<file path="src/rtl/streamer_cfg.svh">
// Width and depth settings of the streamer data mover
// Included by the package and by the channels that size counters and FIFOs
`ifndef STREAMER_CFG_SVH
`define STREAMER_CFG_SVH

// Memory and stream word width in bits
`define STREAMER_DW 32

// Byte address width
`define STREAMER_AW 32

// Width of the word count of a transfer
`define STREAMER_LENW 16

// Load response FIFO depth, a power of two (2, 4 or 8)
`define STREAMER_FIFO_DEPTH 4

`endif

</file>
<file path="src/rtl/streamer_pkg.sv">
// Shared types of the streamer: control, flags, memory port and stream structs
// Referenced with scoped names by every streamer module
`include "streamer_cfg.svh"

package streamer_pkg;

  // One word seen as FP16 lanes or as FP8 lanes
  typedef union packed {
    logic [`STREAMER_DW/16-1:0][15:0] h;
    logic [`STREAMER_DW/8-1:0][7:0]   b;
  } word_u;

  // Per channel transfer setup
  typedef struct packed {
    logic                      start;
    logic [`STREAMER_AW-1:0]   base_addr;
    logic [`STREAMER_LENW-1:0] len;
    logic [15:0]               stride;
    logic                      cast_en;
  } chan_ctrl_t;

  typedef struct packed {
    chan_ctrl_t x_ctrl;
    chan_ctrl_t z_ctrl;
  } streamer_ctrl_t;

  typedef struct packed {
    logic busy;
    logic done;
  } chan_flags_t;

  typedef struct packed {
    chan_flags_t x_flags;
    chan_flags_t z_flags;
  } streamer_flags_t;

  // TCDM request, wen high means read
  typedef struct packed {
    logic                      req;
    logic                      wen;
    logic [`STREAMER_AW-1:0]   add;
    word_u                     data;
    logic [`STREAMER_DW/8-1:0] be;
  } mem_req_t;

  typedef struct packed {
    logic                    gnt;
    logic                    r_valid;
    logic [`STREAMER_DW-1:0] r_data;
  } mem_rsp_t;

  // Ready travels back on its own wire
  typedef struct packed {
    logic  valid;
    word_u data;
  } stream_t;

endpackage

</file>
<file path="src/rtl/ldst_mux.sv">
// Load/store arbiter in front of the single TCDM port
// Alternates on contention and steers read responses back to the load side
`timescale 1ns/10ps

module ldst_mux (
  input  logic                   clk_i,
  input  logic                   rst_n_i,
  input  logic                   clear_i,
  input  streamer_pkg::mem_req_t load_req_i,
  input  streamer_pkg::mem_req_t store_req_i,
  output streamer_pkg::mem_rsp_t load_rsp_o,
  output streamer_pkg::mem_rsp_t store_rsp_o,
  output streamer_pkg::mem_req_t mem_req_o,
  input  streamer_pkg::mem_rsp_t mem_rsp_i
);

  // Store gets the next contested slot when set
  logic prio_store_q;
  // Ungranted request pending, keep the same owner on the port
  logic hold_q;
  logic hold_store_q;
  // Next r_valid belongs to a load read
  logic rsp_load_q;

  logic sel_store;
  logic fire;

  always_comb begin
    if (hold_q) begin
      sel_store = hold_store_q;
    end else if (load_req_i.req && store_req_i.req) begin
      sel_store = prio_store_q;
    end else begin
      sel_store = store_req_i.req;
    end
  end

  assign mem_req_o = sel_store ? store_req_i : load_req_i;
  assign fire      = mem_req_o.req & mem_rsp_i.gnt;

  // Grant only to the selected side
  assign load_rsp_o.gnt      = fire & ~sel_store;
  assign load_rsp_o.r_valid  = rsp_load_q & mem_rsp_i.r_valid;
  assign load_rsp_o.r_data   = mem_rsp_i.r_data;
  assign store_rsp_o.gnt     = fire & sel_store;
  // Write acknowledges are dropped here
  assign store_rsp_o.r_valid = 1'b0;
  assign store_rsp_o.r_data  = mem_rsp_i.r_data;

  always_ff @(posedge clk_i or negedge rst_n_i) begin
    if (!rst_n_i) begin
      prio_store_q <= 1'b0;
      hold_q       <= 1'b0;
      hold_store_q <= 1'b0;
      rsp_load_q   <= 1'b0;
    end else if (clear_i) begin
      prio_store_q <= 1'b0;
      hold_q       <= 1'b0;
      hold_store_q <= 1'b0;
      rsp_load_q   <= 1'b0;
    end else begin
      if (fire) begin
        prio_store_q <= ~sel_store;
      end
      hold_q       <= mem_req_o.req & ~mem_rsp_i.gnt;
      hold_store_q <= sel_store;
      rsp_load_q   <= fire & ~sel_store & load_req_i.wen;
    end
  end

endmodule

</file>
<file path="src/rtl/stream_sink.sv">
// Store channel: Z stream words rounded to FP8 if asked, written back with a stride
// One write register sits between the stream and the memory port
`timescale 1ns/10ps
`include "streamer_cfg.svh"

module stream_sink (
  input  logic                      clk_i,
  input  logic                      rst_n_i,
  input  logic                      clear_i,
  input  streamer_pkg::chan_ctrl_t  ctrl_i,
  output streamer_pkg::chan_flags_t flags_o,
  input  streamer_pkg::stream_t     z_stream_i,
  output logic                      z_ready_o,
  output streamer_pkg::mem_req_t    mem_req_o,
  input  streamer_pkg::mem_rsp_t    mem_rsp_i
);

  localparam int unsigned dw = `STREAMER_DW;
  localparam int unsigned aw = `STREAMER_AW;
  // FP8 pair lives in byte lanes 0 and 1
  localparam logic [dw/8-1:0] be_cast = 'b11;

  // FP16 to E5M2, round to nearest even on the dropped byte
  function automatic logic [7:0] fp16_to_fp8(input logic [15:0] h);
    logic round_up;
    logic is_nan;
    round_up = h[7] & ((|h[6:0]) | h[8]);
    is_nan   = (h[14:10] == 5'h1f) & (h[9:0] != '0);
    // Carry may reach the exponent, largest finite values go to infinity
    return is_nan ? 8'h7e : h[15:8] + {7'b0, round_up};
  endfunction

  logic                      busy_q;
  logic                      done_q;
  logic                      cast_q;
  logic [aw-1:0]             addr_q;
  logic [15:0]               stride_q;
  logic [`STREAMER_LENW-1:0] accept_left_q;
  logic [`STREAMER_LENW-1:0] write_left_q;

  // Write register
  logic                      wr_valid_q;
  logic [aw-1:0]             wr_add_q;
  streamer_pkg::word_u       wr_data_q;
  logic [dw/8-1:0]           wr_be_q;

  logic                      wr_gnt;
  logic                      accept;
  streamer_pkg::word_u       cast_data;

  assign wr_gnt    = wr_valid_q & mem_rsp_i.gnt;
  // Register free now or emptied by this cycle's grant
  assign z_ready_o = busy_q & (accept_left_q != '0) & (~wr_valid_q | wr_gnt);
  assign accept    = z_stream_i.valid & z_ready_o;

  always_comb begin
    cast_data = z_stream_i.data;
    if (cast_q) begin
      // Upper bytes masked off by be
      cast_data = '0;
      for (int i = 0; i < dw / 16; i++) begin
        cast_data.b[i] = fp16_to_fp8(z_stream_i.data.h[i]);
      end
    end
  end

  always_ff @(posedge clk_i or negedge rst_n_i) begin
    if (!rst_n_i) begin
      busy_q        <= 1'b0;
      done_q        <= 1'b0;
      cast_q        <= 1'b0;
      addr_q        <= '0;
      stride_q      <= '0;
      accept_left_q <= '0;
      write_left_q  <= '0;
      wr_valid_q    <= 1'b0;
    end else if (clear_i) begin
      busy_q        <= 1'b0;
      done_q        <= 1'b0;
      cast_q        <= 1'b0;
      addr_q        <= '0;
      stride_q      <= '0;
      accept_left_q <= '0;
      write_left_q  <= '0;
      wr_valid_q    <= 1'b0;
    end else begin
      done_q <= 1'b0;
      if (ctrl_i.start && !busy_q) begin
        busy_q        <= (ctrl_i.len != '0);
        done_q        <= (ctrl_i.len == '0);
        cast_q        <= ctrl_i.cast_en;
        addr_q        <= ctrl_i.base_addr;
        stride_q      <= ctrl_i.stride;
        accept_left_q <= ctrl_i.len;
        write_left_q  <= ctrl_i.len;
      end else begin
        if (accept) begin
          addr_q        <= addr_q + aw'(stride_q);
          accept_left_q <= accept_left_q - 1'b1;
        end
        if (wr_gnt) begin
          write_left_q <= write_left_q - 1'b1;
          // Last write granted
          if (write_left_q == 1) begin
            busy_q <= 1'b0;
            done_q <= 1'b1;
          end
        end
      end
      // New word wins over the draining one
      if (accept) begin
        wr_valid_q <= 1'b1;
      end else if (wr_gnt) begin
        wr_valid_q <= 1'b0;
      end
    end
  end

  // Write payload, loaded one cycle before the request shows
  always_ff @(posedge clk_i) begin
    if (accept) begin
      wr_add_q  <= addr_q;
      wr_data_q <= cast_data;
      wr_be_q   <= cast_q ? be_cast : '1;
    end
  end

  assign mem_req_o.req  = wr_valid_q;
  assign mem_req_o.wen  = 1'b0;
  assign mem_req_o.add  = wr_add_q;
  assign mem_req_o.data = wr_data_q;
  assign mem_req_o.be   = wr_be_q;

  assign flags_o.busy = busy_q;
  assign flags_o.done = done_q;

endmodule

</file>
<file path="src/rtl/stream_source.sv">
// Load channel: strided TCDM reads into a credit-limited FIFO, out as the X stream
// FP8 memory words are widened to FP16 lanes on the FIFO output when cast is on
`timescale 1ns/10ps
`include "streamer_cfg.svh"

module stream_source (
  input  logic                      clk_i,
  input  logic                      rst_n_i,
  input  logic                      clear_i,
  input  streamer_pkg::chan_ctrl_t  ctrl_i,
  output streamer_pkg::chan_flags_t flags_o,
  output streamer_pkg::mem_req_t    mem_req_o,
  input  streamer_pkg::mem_rsp_t    mem_rsp_i,
  output streamer_pkg::stream_t     x_stream_o,
  input  logic                      x_ready_i
);

  localparam int unsigned dw    = `STREAMER_DW;
  localparam int unsigned aw    = `STREAMER_AW;
  localparam int unsigned depth = `STREAMER_FIFO_DEPTH;
  localparam int unsigned ptr_w = $clog2(depth);
  localparam int unsigned cnt_w = $clog2(depth + 1);

  // Channel control state
  logic                      busy_q;
  logic                      done_q;
  logic                      cast_q;
  logic [aw-1:0]             addr_q;
  logic [15:0]               stride_q;
  logic [`STREAMER_LENW-1:0] issue_left_q;
  logic [`STREAMER_LENW-1:0] pop_left_q;

  // Response FIFO and credits
  streamer_pkg::word_u fifo_q [depth];
  logic [ptr_w-1:0]    wr_ptr_q;
  logic [ptr_w-1:0]    rd_ptr_q;
  logic [cnt_w-1:0]    fifo_cnt_q;
  // Words in flight plus words held in the FIFO
  logic [cnt_w-1:0]    credit_q;

  logic                issue_fire;
  logic                push;
  logic                pop;
  streamer_pkg::word_u head;
  streamer_pkg::word_u x_data;

  assign issue_fire = mem_req_o.req & mem_rsp_i.gnt;
  // Only load read responses reach this port
  assign push       = mem_rsp_i.r_valid;
  assign pop        = x_stream_o.valid & x_ready_i;

  // Read only while a FIFO slot is guaranteed for the answer
  assign mem_req_o.req  = busy_q & (issue_left_q != '0) & (credit_q < cnt_w'(depth));
  assign mem_req_o.wen  = 1'b1;
  assign mem_req_o.add  = addr_q;
  assign mem_req_o.data = '0;
  assign mem_req_o.be   = '1;

  always_ff @(posedge clk_i or negedge rst_n_i) begin
    if (!rst_n_i) begin
      busy_q       <= 1'b0;
      done_q       <= 1'b0;
      cast_q       <= 1'b0;
      addr_q       <= '0;
      stride_q     <= '0;
      issue_left_q <= '0;
      pop_left_q   <= '0;
    end else if (clear_i) begin
      busy_q       <= 1'b0;
      done_q       <= 1'b0;
      cast_q       <= 1'b0;
      addr_q       <= '0;
      stride_q     <= '0;
      issue_left_q <= '0;
      pop_left_q   <= '0;
    end else begin
      done_q <= 1'b0;
      if (ctrl_i.start && !busy_q) begin
        // Empty transfer finishes at once
        busy_q       <= (ctrl_i.len != '0);
        done_q       <= (ctrl_i.len == '0);
        cast_q       <= ctrl_i.cast_en;
        addr_q       <= ctrl_i.base_addr;
        stride_q     <= ctrl_i.stride;
        issue_left_q <= ctrl_i.len;
        pop_left_q   <= ctrl_i.len;
      end else begin
        if (issue_fire) begin
          addr_q       <= addr_q + aw'(stride_q);
          issue_left_q <= issue_left_q - 1'b1;
        end
        if (pop) begin
          pop_left_q <= pop_left_q - 1'b1;
          // Last word accepted on X
          if (pop_left_q == 1) begin
            busy_q <= 1'b0;
            done_q <= 1'b1;
          end
        end
      end
    end
  end

  always_ff @(posedge clk_i or negedge rst_n_i) begin
    if (!rst_n_i) begin
      wr_ptr_q   <= '0;
      rd_ptr_q   <= '0;
      fifo_cnt_q <= '0;
      credit_q   <= '0;
    end else if (clear_i) begin
      wr_ptr_q   <= '0;
      rd_ptr_q   <= '0;
      fifo_cnt_q <= '0;
      credit_q   <= '0;
    end else begin
      if (push) begin
        wr_ptr_q <= wr_ptr_q + 1'b1;
      end
      if (pop) begin
        rd_ptr_q <= rd_ptr_q + 1'b1;
      end
      fifo_cnt_q <= fifo_cnt_q + cnt_w'(push) - cnt_w'(pop);
      // Credit taken at grant, returned when X takes the word
      credit_q   <= credit_q + cnt_w'(issue_fire) - cnt_w'(pop);
    end
  end

  // FIFO storage
  always_ff @(posedge clk_i) begin
    if (push) begin
      fifo_q[wr_ptr_q] <= mem_rsp_i.r_data;
    end
  end

  // Cast-in, FP8 lane i becomes the top byte of FP16 lane i
  always_comb begin
    head   = fifo_q[rd_ptr_q];
    x_data = head;
    if (cast_q) begin
      for (int i = 0; i < dw / 16; i++) begin
        x_data.h[i] = {head.b[i], 8'h00};
      end
    end
  end

  assign x_stream_o.valid = (fifo_cnt_q != '0);
  assign x_stream_o.data  = x_data;

  assign flags_o.busy = busy_q;
  assign flags_o.done = done_q;

endmodule

</file>
<file path="src/rtl/streamer_top.sv">
// Streamer top: load source and store sink sharing one TCDM port
// Control and flags per channel, X stream out and Z stream in
`timescale 1ns/10ps

module streamer_top (
  input  logic                          clk_i,
  input  logic                          rst_n_i,
  input  logic                          clear_i,
  input  streamer_pkg::streamer_ctrl_t  ctrl_i,
  output streamer_pkg::streamer_flags_t flags_o,
  output streamer_pkg::stream_t         x_stream_o,
  input  logic                          x_ready_i,
  input  streamer_pkg::stream_t         z_stream_i,
  output logic                          z_ready_o,
  output streamer_pkg::mem_req_t        mem_req_o,
  input  streamer_pkg::mem_rsp_t        mem_rsp_i
);

  // Channel side of the multiplexer
  streamer_pkg::mem_req_t load_req;
  streamer_pkg::mem_rsp_t load_rsp;
  streamer_pkg::mem_req_t store_req;
  streamer_pkg::mem_rsp_t store_rsp;

  stream_source i_source (
    .clk_i      ( clk_i          ),
    .rst_n_i    ( rst_n_i        ),
    .clear_i    ( clear_i        ),
    .ctrl_i     ( ctrl_i.x_ctrl  ),
    .flags_o    ( flags_o.x_flags ),
    .mem_req_o  ( load_req       ),
    .mem_rsp_i  ( load_rsp       ),
    .x_stream_o ( x_stream_o     ),
    .x_ready_i  ( x_ready_i      )
  );

  stream_sink i_sink (
    .clk_i      ( clk_i           ),
    .rst_n_i    ( rst_n_i         ),
    .clear_i    ( clear_i         ),
    .ctrl_i     ( ctrl_i.z_ctrl   ),
    .flags_o    ( flags_o.z_flags ),
    .z_stream_i ( z_stream_i      ),
    .z_ready_o  ( z_ready_o       ),
    .mem_req_o  ( store_req       ),
    .mem_rsp_i  ( store_rsp       )
  );

  ldst_mux i_ldst_mux (
    .clk_i       ( clk_i     ),
    .rst_n_i     ( rst_n_i   ),
    .clear_i     ( clear_i   ),
    .load_req_i  ( load_req  ),
    .store_req_i ( store_req ),
    .load_rsp_o  ( load_rsp  ),
    .store_rsp_o ( store_rsp ),
    .mem_req_o   ( mem_req_o ),
    .mem_rsp_i   ( mem_rsp_i )
  );

endmodule

</file>
<file path="config.mk">
export PLATFORM = sky130hd
export DESIGN_NAME = streamer_top
export DESIGN_NICKNAME = d
export VERILOG_FILES = /design/src/rtl/streamer_pkg.sv /design/src/rtl/ldst_mux.sv /design/src/rtl/stream_sink.sv /design/src/rtl/stream_source.sv /design/src/rtl/streamer_top.sv
export VERILOG_INCLUDE_DIRS = /design/src /design/src/rtl
export SDC_FILE = /design/constraint.sdc
export NUM_CORES = 1
export LEC_CHECK = 0
export BUFFER_PORTS_ARGS = -buffer_cell sky130_fd_sc_hd__buf_2
export CORE_ASPECT_RATIO = 0.9
export CORE_MARGIN = 2
export CORE_UTILIZATION = 50
export CTS_BUF_LIST = sky130_fd_sc_hd__clkbuf_8
export CTS_CLUSTER_SIZE = 24
export DETAILED_ROUTE_END_ITERATION = 6
export PLACE_DENSITY = 0.72
export SLEW_MARGIN = 30
export SYNTH_ARGS = -nofsm -noshare
export SYNTH_HDL_FRONTEND = slang
export SYNTH_SLANG_ARGS = --single-unit
</file>
<file path="constraint.sdc">
create_clock -name clk_i -period 3.2 [get_ports clk_i]
set_input_delay 0.64 -clock clk_i [delete_from_list [all_inputs] [get_ports clk_i]]
set_output_delay 0.64 -clock clk_i [all_outputs]
set_load 0.02 [all_outputs]
</file>
## After elaboration in Yosys (flattened, before gate mapping)

Memories as Yosys holds them, arrays and structs flattened.
Cells that the tools add are included.

| cells by class | value |
|---|---|
| add/sub/neg operators | 14 |
| $lt $le $gt $ge | 1 |
| equal/unequal tests | 4 |
| multiplexer cells | 66 |
| bitwise operators | 23 |
| reduce and logical (&&, ||, !) cells | 30 |

Operators with widths:

| cell | count |
|---|---|
| 16-bit 2-to-1 mux | 17 |
| 32-bit 2-to-1 mux | 7 |
| 70-bit 2-to-1 mux | 1 |
| 32-bit by 16-bit adder with 32-bit output | 2 |
| 16-bit nonzero test | 4 |
| 16-bit by 1-bit subtractor with 16-bit output (second input constant) | 4 |
| 16-bit by 1-bit equality test with 1-bit output (second input constant) | 2 |
| 16-bit zero test | 2 |
| 1-bit 2-to-1 mux | 32 |
| 3-bit nonzero test | 8 |
| 10-bit nonzero test | 2 |
| 1-bit AND | 17 |
| 8-bit by 1-bit adder with 8-bit output | 2 |
| 8-bit 2-to-1 mux | 2 |
| 7-bit OR reduction | 2 |
| 5-bit equality test (second input constant) | 2 |
| 2-bit nonzero test | 5 |
| 2-bit 2-to-1 mux | 4 |
| 3-bit by 1-bit adder with 3-bit output | 2 |
| 3-bit 2-to-1 mux | 2 |
| 3-bit by 1-bit subtractor with 3-bit output | 2 |
| 2-bit by 1-bit adder with 2-bit output (second input constant) | 2 |
| 4-bit 2-to-1 mux | 1 |
| 2-bit AND reduction | 2 |
| 5 further kinds | 12 |

| storage, ports and cells | value |
|---|---|
| flip-flop bits (word level) | 249 |
| memory bits (writable) | 128 |
| bits of input ports | 203 |
| output and inout bits | 108 |
| word-level logic and storage cells | 166 |
| memories | 1 |

Memory list:

| name | depth | bits a word | read ports | clocked after memory_dff | write ports | line | RTL |
|---|---|---|---|---|---|---|---|
| i_source.fifo_q | 4 | 32 | 1 | 0 | 1 | stream_source.sv:34 | `streamer_pkg::word_u fifo_q [depth];` |

## Logic depth before layout (Yosys ltp)

| depth | value |
|---|---|
| depth in word-level cells | 16 |
| gate-level depth with buffers | 14 |
| depth with buffers taken out | 12 |

## Cells and area by module

A second synthesis with hierarchy kept.

| second synthesis, totals | value |
|---|---|
| cells, all modules | 1827 |
| area total of the unflattened synthesis | 20439.6 sq um |

By module, submodules not included:

| module | instances | cells an instance | area each (sq um) | seq. area each (sq um) |
|---|---|---|---|---|
| stream_source | 1 | 894 | 11018.1 | 6170.9 |
| stream_sink | 1 | 768 | 7856.3 | 4053.9 |
| ldst_mux | 1 | 165 | 1565.3 | 100.1 |

## Least setup slack after synthesis

Ideal clock, no wire load.

| timing path | value |
|---|---|
| kind | reg2out |
| start | register i_source.issue_left_q[6] |
| end | output port mem_req_o[36] (netlist bit) |
| data arrival time | 2.465 ns |
| data required time | 2.560 ns |
| setup slack | 0.095 ns |
| stages on the path, launching flop included | 9 |
| path buffers | 1 |
| path through | dfrtp_1 -> or4_4 -> nand4b_4 -> and3_1 -> o21ai_2 -> clkinv_1 -> clkbuf_1 -> nand2_1 -> nand2_1 |

RTL lines:

| what | line | RTL |
|---|---|---|
| start: declaration | stream_source.sv:30 | `` logic [`STREAMER_LENW-1:0] issue_left_q; `` |
| start signal: assignment | stream_source.sv:85 | `issue_left_q <= ctrl_i.len;` |
| start signal: assignment | stream_source.sv:90 | `issue_left_q <= issue_left_q - 1'b1;` |
| end: declaration | streamer_top.sv:15 | `output streamer_pkg::mem_req_t mem_req_o,` |

==> impl_metrics.tcl <==
set metrics [dict create \
    hold_path_class "in2reg" \
    coreArea_mm2 0.03714 \
    synth_cells 1704 \
    cts_tree "done" \
    finalNonFillerCells 2590 \
    synth_top_flop_cell "edfxtp_1" \
    path_clk_slew_ns 0.06 \
    cp-start-kind "flop" \
    postLayoutCoreUtil 0.6169 \
    cp-endpoint "mem_req_o[58]" \
    cts_sinks 374 \
    syn-cell-area_mm2 0.01879 \
    start_util 0.5060 \
    max_stage_delay_ns 0.54 \
    synthArstFlopShare 0.4840 \
    worstReg2RegEnd "i_source.addr_q[17]$_DFFE_PN0P_" \
    grt_overflow_total 0 \
    grt_pass1_wl_um 79580 \
    synth-seq-cells 374 \
    grt_util_all_layers 0.2595 \
    syn_area_per_cell_um2 11.03 \
    power_density_mw_per_mm2 550.2 \
    post-route-period-util 1.077 \
    holdWs_ns 0.1939 \
    fin_crit_ns 3.446 \
    die_area_mm2 0.03915 \
    drc_errors 0 \
    place_ws_ns 0.04661 \
    globalplace.congestion 0.9313 \
    grt_pass1_vias 14610 \
    crit_type "reg2out" \
    power_leakage_nw 9.451 \
    ys_seq_area_frac 0.5494 \
    pin_count 311 \
    port_buffers 308 \
    synthTopCellsByArea "edfxtp_1, dfrtp_1, nand2_1" \
    outcome "complete, but fails checks" \
    critPathSlowestCell "or4_4" \
    violations "negative setup slack" \
    setup_viol 67 \
    slew_headroom 0.3807 \
    clk_latency_ns 0.67 \
    cp_num_cells 10 \
    max_freq_ghz 0.2902 \
    max-vdd-ir-drop_uv 355.1 \
    drt_iter0_drc 1173 \
    routed_wl_um 51220 \
    htreeDepth 2 \
    num_vias 14800 \
    hpwl_um 35140 \
    dp_cells 2447 \
    clock-root-buffer "clkbuf_8" \
    nNetsFinal 2306 \
    hold_viol 0 \
    arrival_ns 2.81 \
    yosysTopAreaCellShare 0.3084 \
    crit_required_ns 2.56 \
    path_buf_inv 4 \
    setup_slack_ns -0.2455 \
    tightest_slew_ns 0.9289 \
    end_kind "primary output" \
    grt_start_max_net_pins 94 \
    via_per_inst 5.715 \
    numCtsBuffers 60 \
    die_w_um 208.4 \
    final_max_slew_viol_count 0 \
    die_y_um 187.9 \
    worstRegToRegCells 8 \
    rsz0062_at_grt "yes" \
    cp-startpoint "i_source.issue_left_q[9]$_DFFE_PN0P_" \
    antenna_found_initial 6 \
    r2r_setup_slack_ns 0.20 \
    cts_max_path_buffers 3 \
    r2r-start "i_source.stride_q[1]$_DFFE_PN0P_" \
    num_rows 67 \
    cap_violations 0 \
    drive_gt1_frac 0.2712 \
    crit_chain "or4_4 > nand4b_4 > and3_4 > o21ai_4 > buf_12 > buf_8 > buf_16 > nand2_1 > o21ai_1 > buf_4" \
    area_growth_pct 21.91 \
    synth_edf_count 193 \
    skew_ns 0.03592 \
    synth-warning-count 0 \
    synth_area_leader_cell "edfxtp_1" \
    netlist-cell-type-count 81 \
    wl_per_cell_um 19.77 \
    dr.pass1.iters 5 \
    crit_family "simple AND/OR/NAND/NOR gates" \
    ant_nets 0 \
    cp_max_fo 6 \
]
## worst min path at each step
stage | startpoint | end | slack [ns] | cells after the start
2_1_floorplan | rst_n_i | i_ldst_mux.hold_q$_DFF_PN0_ | 0.34 | 0
3_3_place_gp | i_sink.addr_q[31]$_DFFE_PN0P_ | i_sink.wr_add_q[31]$_DFFE_PP_ | 0.48 | 0
3_5_place_dp | i_sink.addr_q[31]$_DFFE_PN0P_ | i_sink.wr_add_q[31]$_DFFE_PP_ | 0.49 | 0
4_1_cts | mem_rsp_i[9] | i_source.fifo_q[1][9]$_DFFE_PP_ | 0.13 | 1
5_1_grt | mem_rsp_i[9] | i_source.fifo_q[1][9]$_DFFE_PP_ | 0.17 | 1
6_report | mem_rsp_i[9] | i_source.fifo_q[1][9]$_DFFE_PP_ | 0.19 | 1
## registers in the layout (all words and copies together), names as in the netlist, 16 cells and up
register,cells
i_sink.accept_left_q,16
i_sink.addr_q,32
i_sink.stride_q,16
i_sink.wr_add_q,32
i_sink.wr_data_q,32
i_sink.write_left_q,16
i_source.addr_q,32
i_source.fifo_q,128
i_source.issue_left_q,16
i_source.pop_left_q,16
i_source.stride_q,16
## synth_stat cells, drive strengths merged (19+ instances only)
cell    count
a211oi     36
a21oi     149
a311oi     26
and2       38
buf        19
clkbuf     72
dfrtp     181
edfxtp    193
ha         48
inv        47
mux4       32
nand2     247
nand3      34
nor2      132
nor2b      43
nor3       30
nor4       31
o21ai      42
o21bai     21
xnor2      85
xor2       34
## timing repair
item	in CTS	in global routing
setup endpoints to repair	68	78
pin swaps	7	5
buffers inserted	13	6
cloned	4	1
endpoints found under the hold margin	23	0
resized for setup	128	25
hold buffers	1	0
## power breakdown
group | switching [mW] | internal, mW
registers | 0.269 | 5.36
logic | 1.64 | 1.30
clock network | 1.94 | 2.09
## cells by family after synthesis
family / after synthesis / synth area share
xor+xnor: 119 / 0.05546
compound gates: 351 / 0.1221
simple gates: 616 / 0.1551
other cells: 1 / 0.0001996
mux: 51 / 0.04960
flops: 374 / 0.5494
fa+ha+maj: 52 / 0.03622
buf+inv: 140 / 0.03183
## cell type report
type                            instances  area, um2
Clock inverter                         46      252.7
Multi-Input combinational cell       1191       8018
Timing Repair Buffer                  375       2585
Tap cell                              483      604.3
Inverter                               49      188.9
Sequential cell                       374      10330
Antenna cell                            5      12.51
Fill cell                            3020      14230
Clock buffer                           67      922.1
## through the flow
stage	power, mW	cell area [um2]	TNS (ns)
3_3_place_gp	8.425	20960	0
6_report	12.60	22910	-14.21
4_1_cts	12.66	22750	-17.61
3_5_place_dp	8.481	20960	0
2_1_floorplan	7.549	18800	0
5_1_grt	13.16	22910	-22.27
## per-layer routing
metal | global-route usage | part of all wire | vias to the layer above
met2 | 0.3979 | 0.46 | 578
met3 | 0.04874 | 0.070 | 124
met4 | 0.1209 | 0.038 | 2
met5 | 0 | 0.00018 | -
met1 | 0.3602 | 0.43 | 7236
li1 | - | - | 6861
## placed cells by master, fill, tap and decap left out, drive strengths merged, types with 5 or more instances in the layout
cell type,instances
a211oi,36
and3,10
clkinv,17
nor4,31
o21ai,42
xnor2,85
mux2,17
or4,7
nand4,13
buf,372
inv,75
nor3,30
or3,10
diode,5
a31o,5
and2,38
nor2,132
dfrtp,181
a21o,7
edfxtp,193
nor2b,43
nand3,34
a31oi,11
ha,48
nand2,247
a311oi,26
o21bai,21
clkbuf,69
mux4,32
nand2b,10
o211ai,10
xor2,34
a21oi,149
o22a,10
Power figures use the tool's default switching activity.
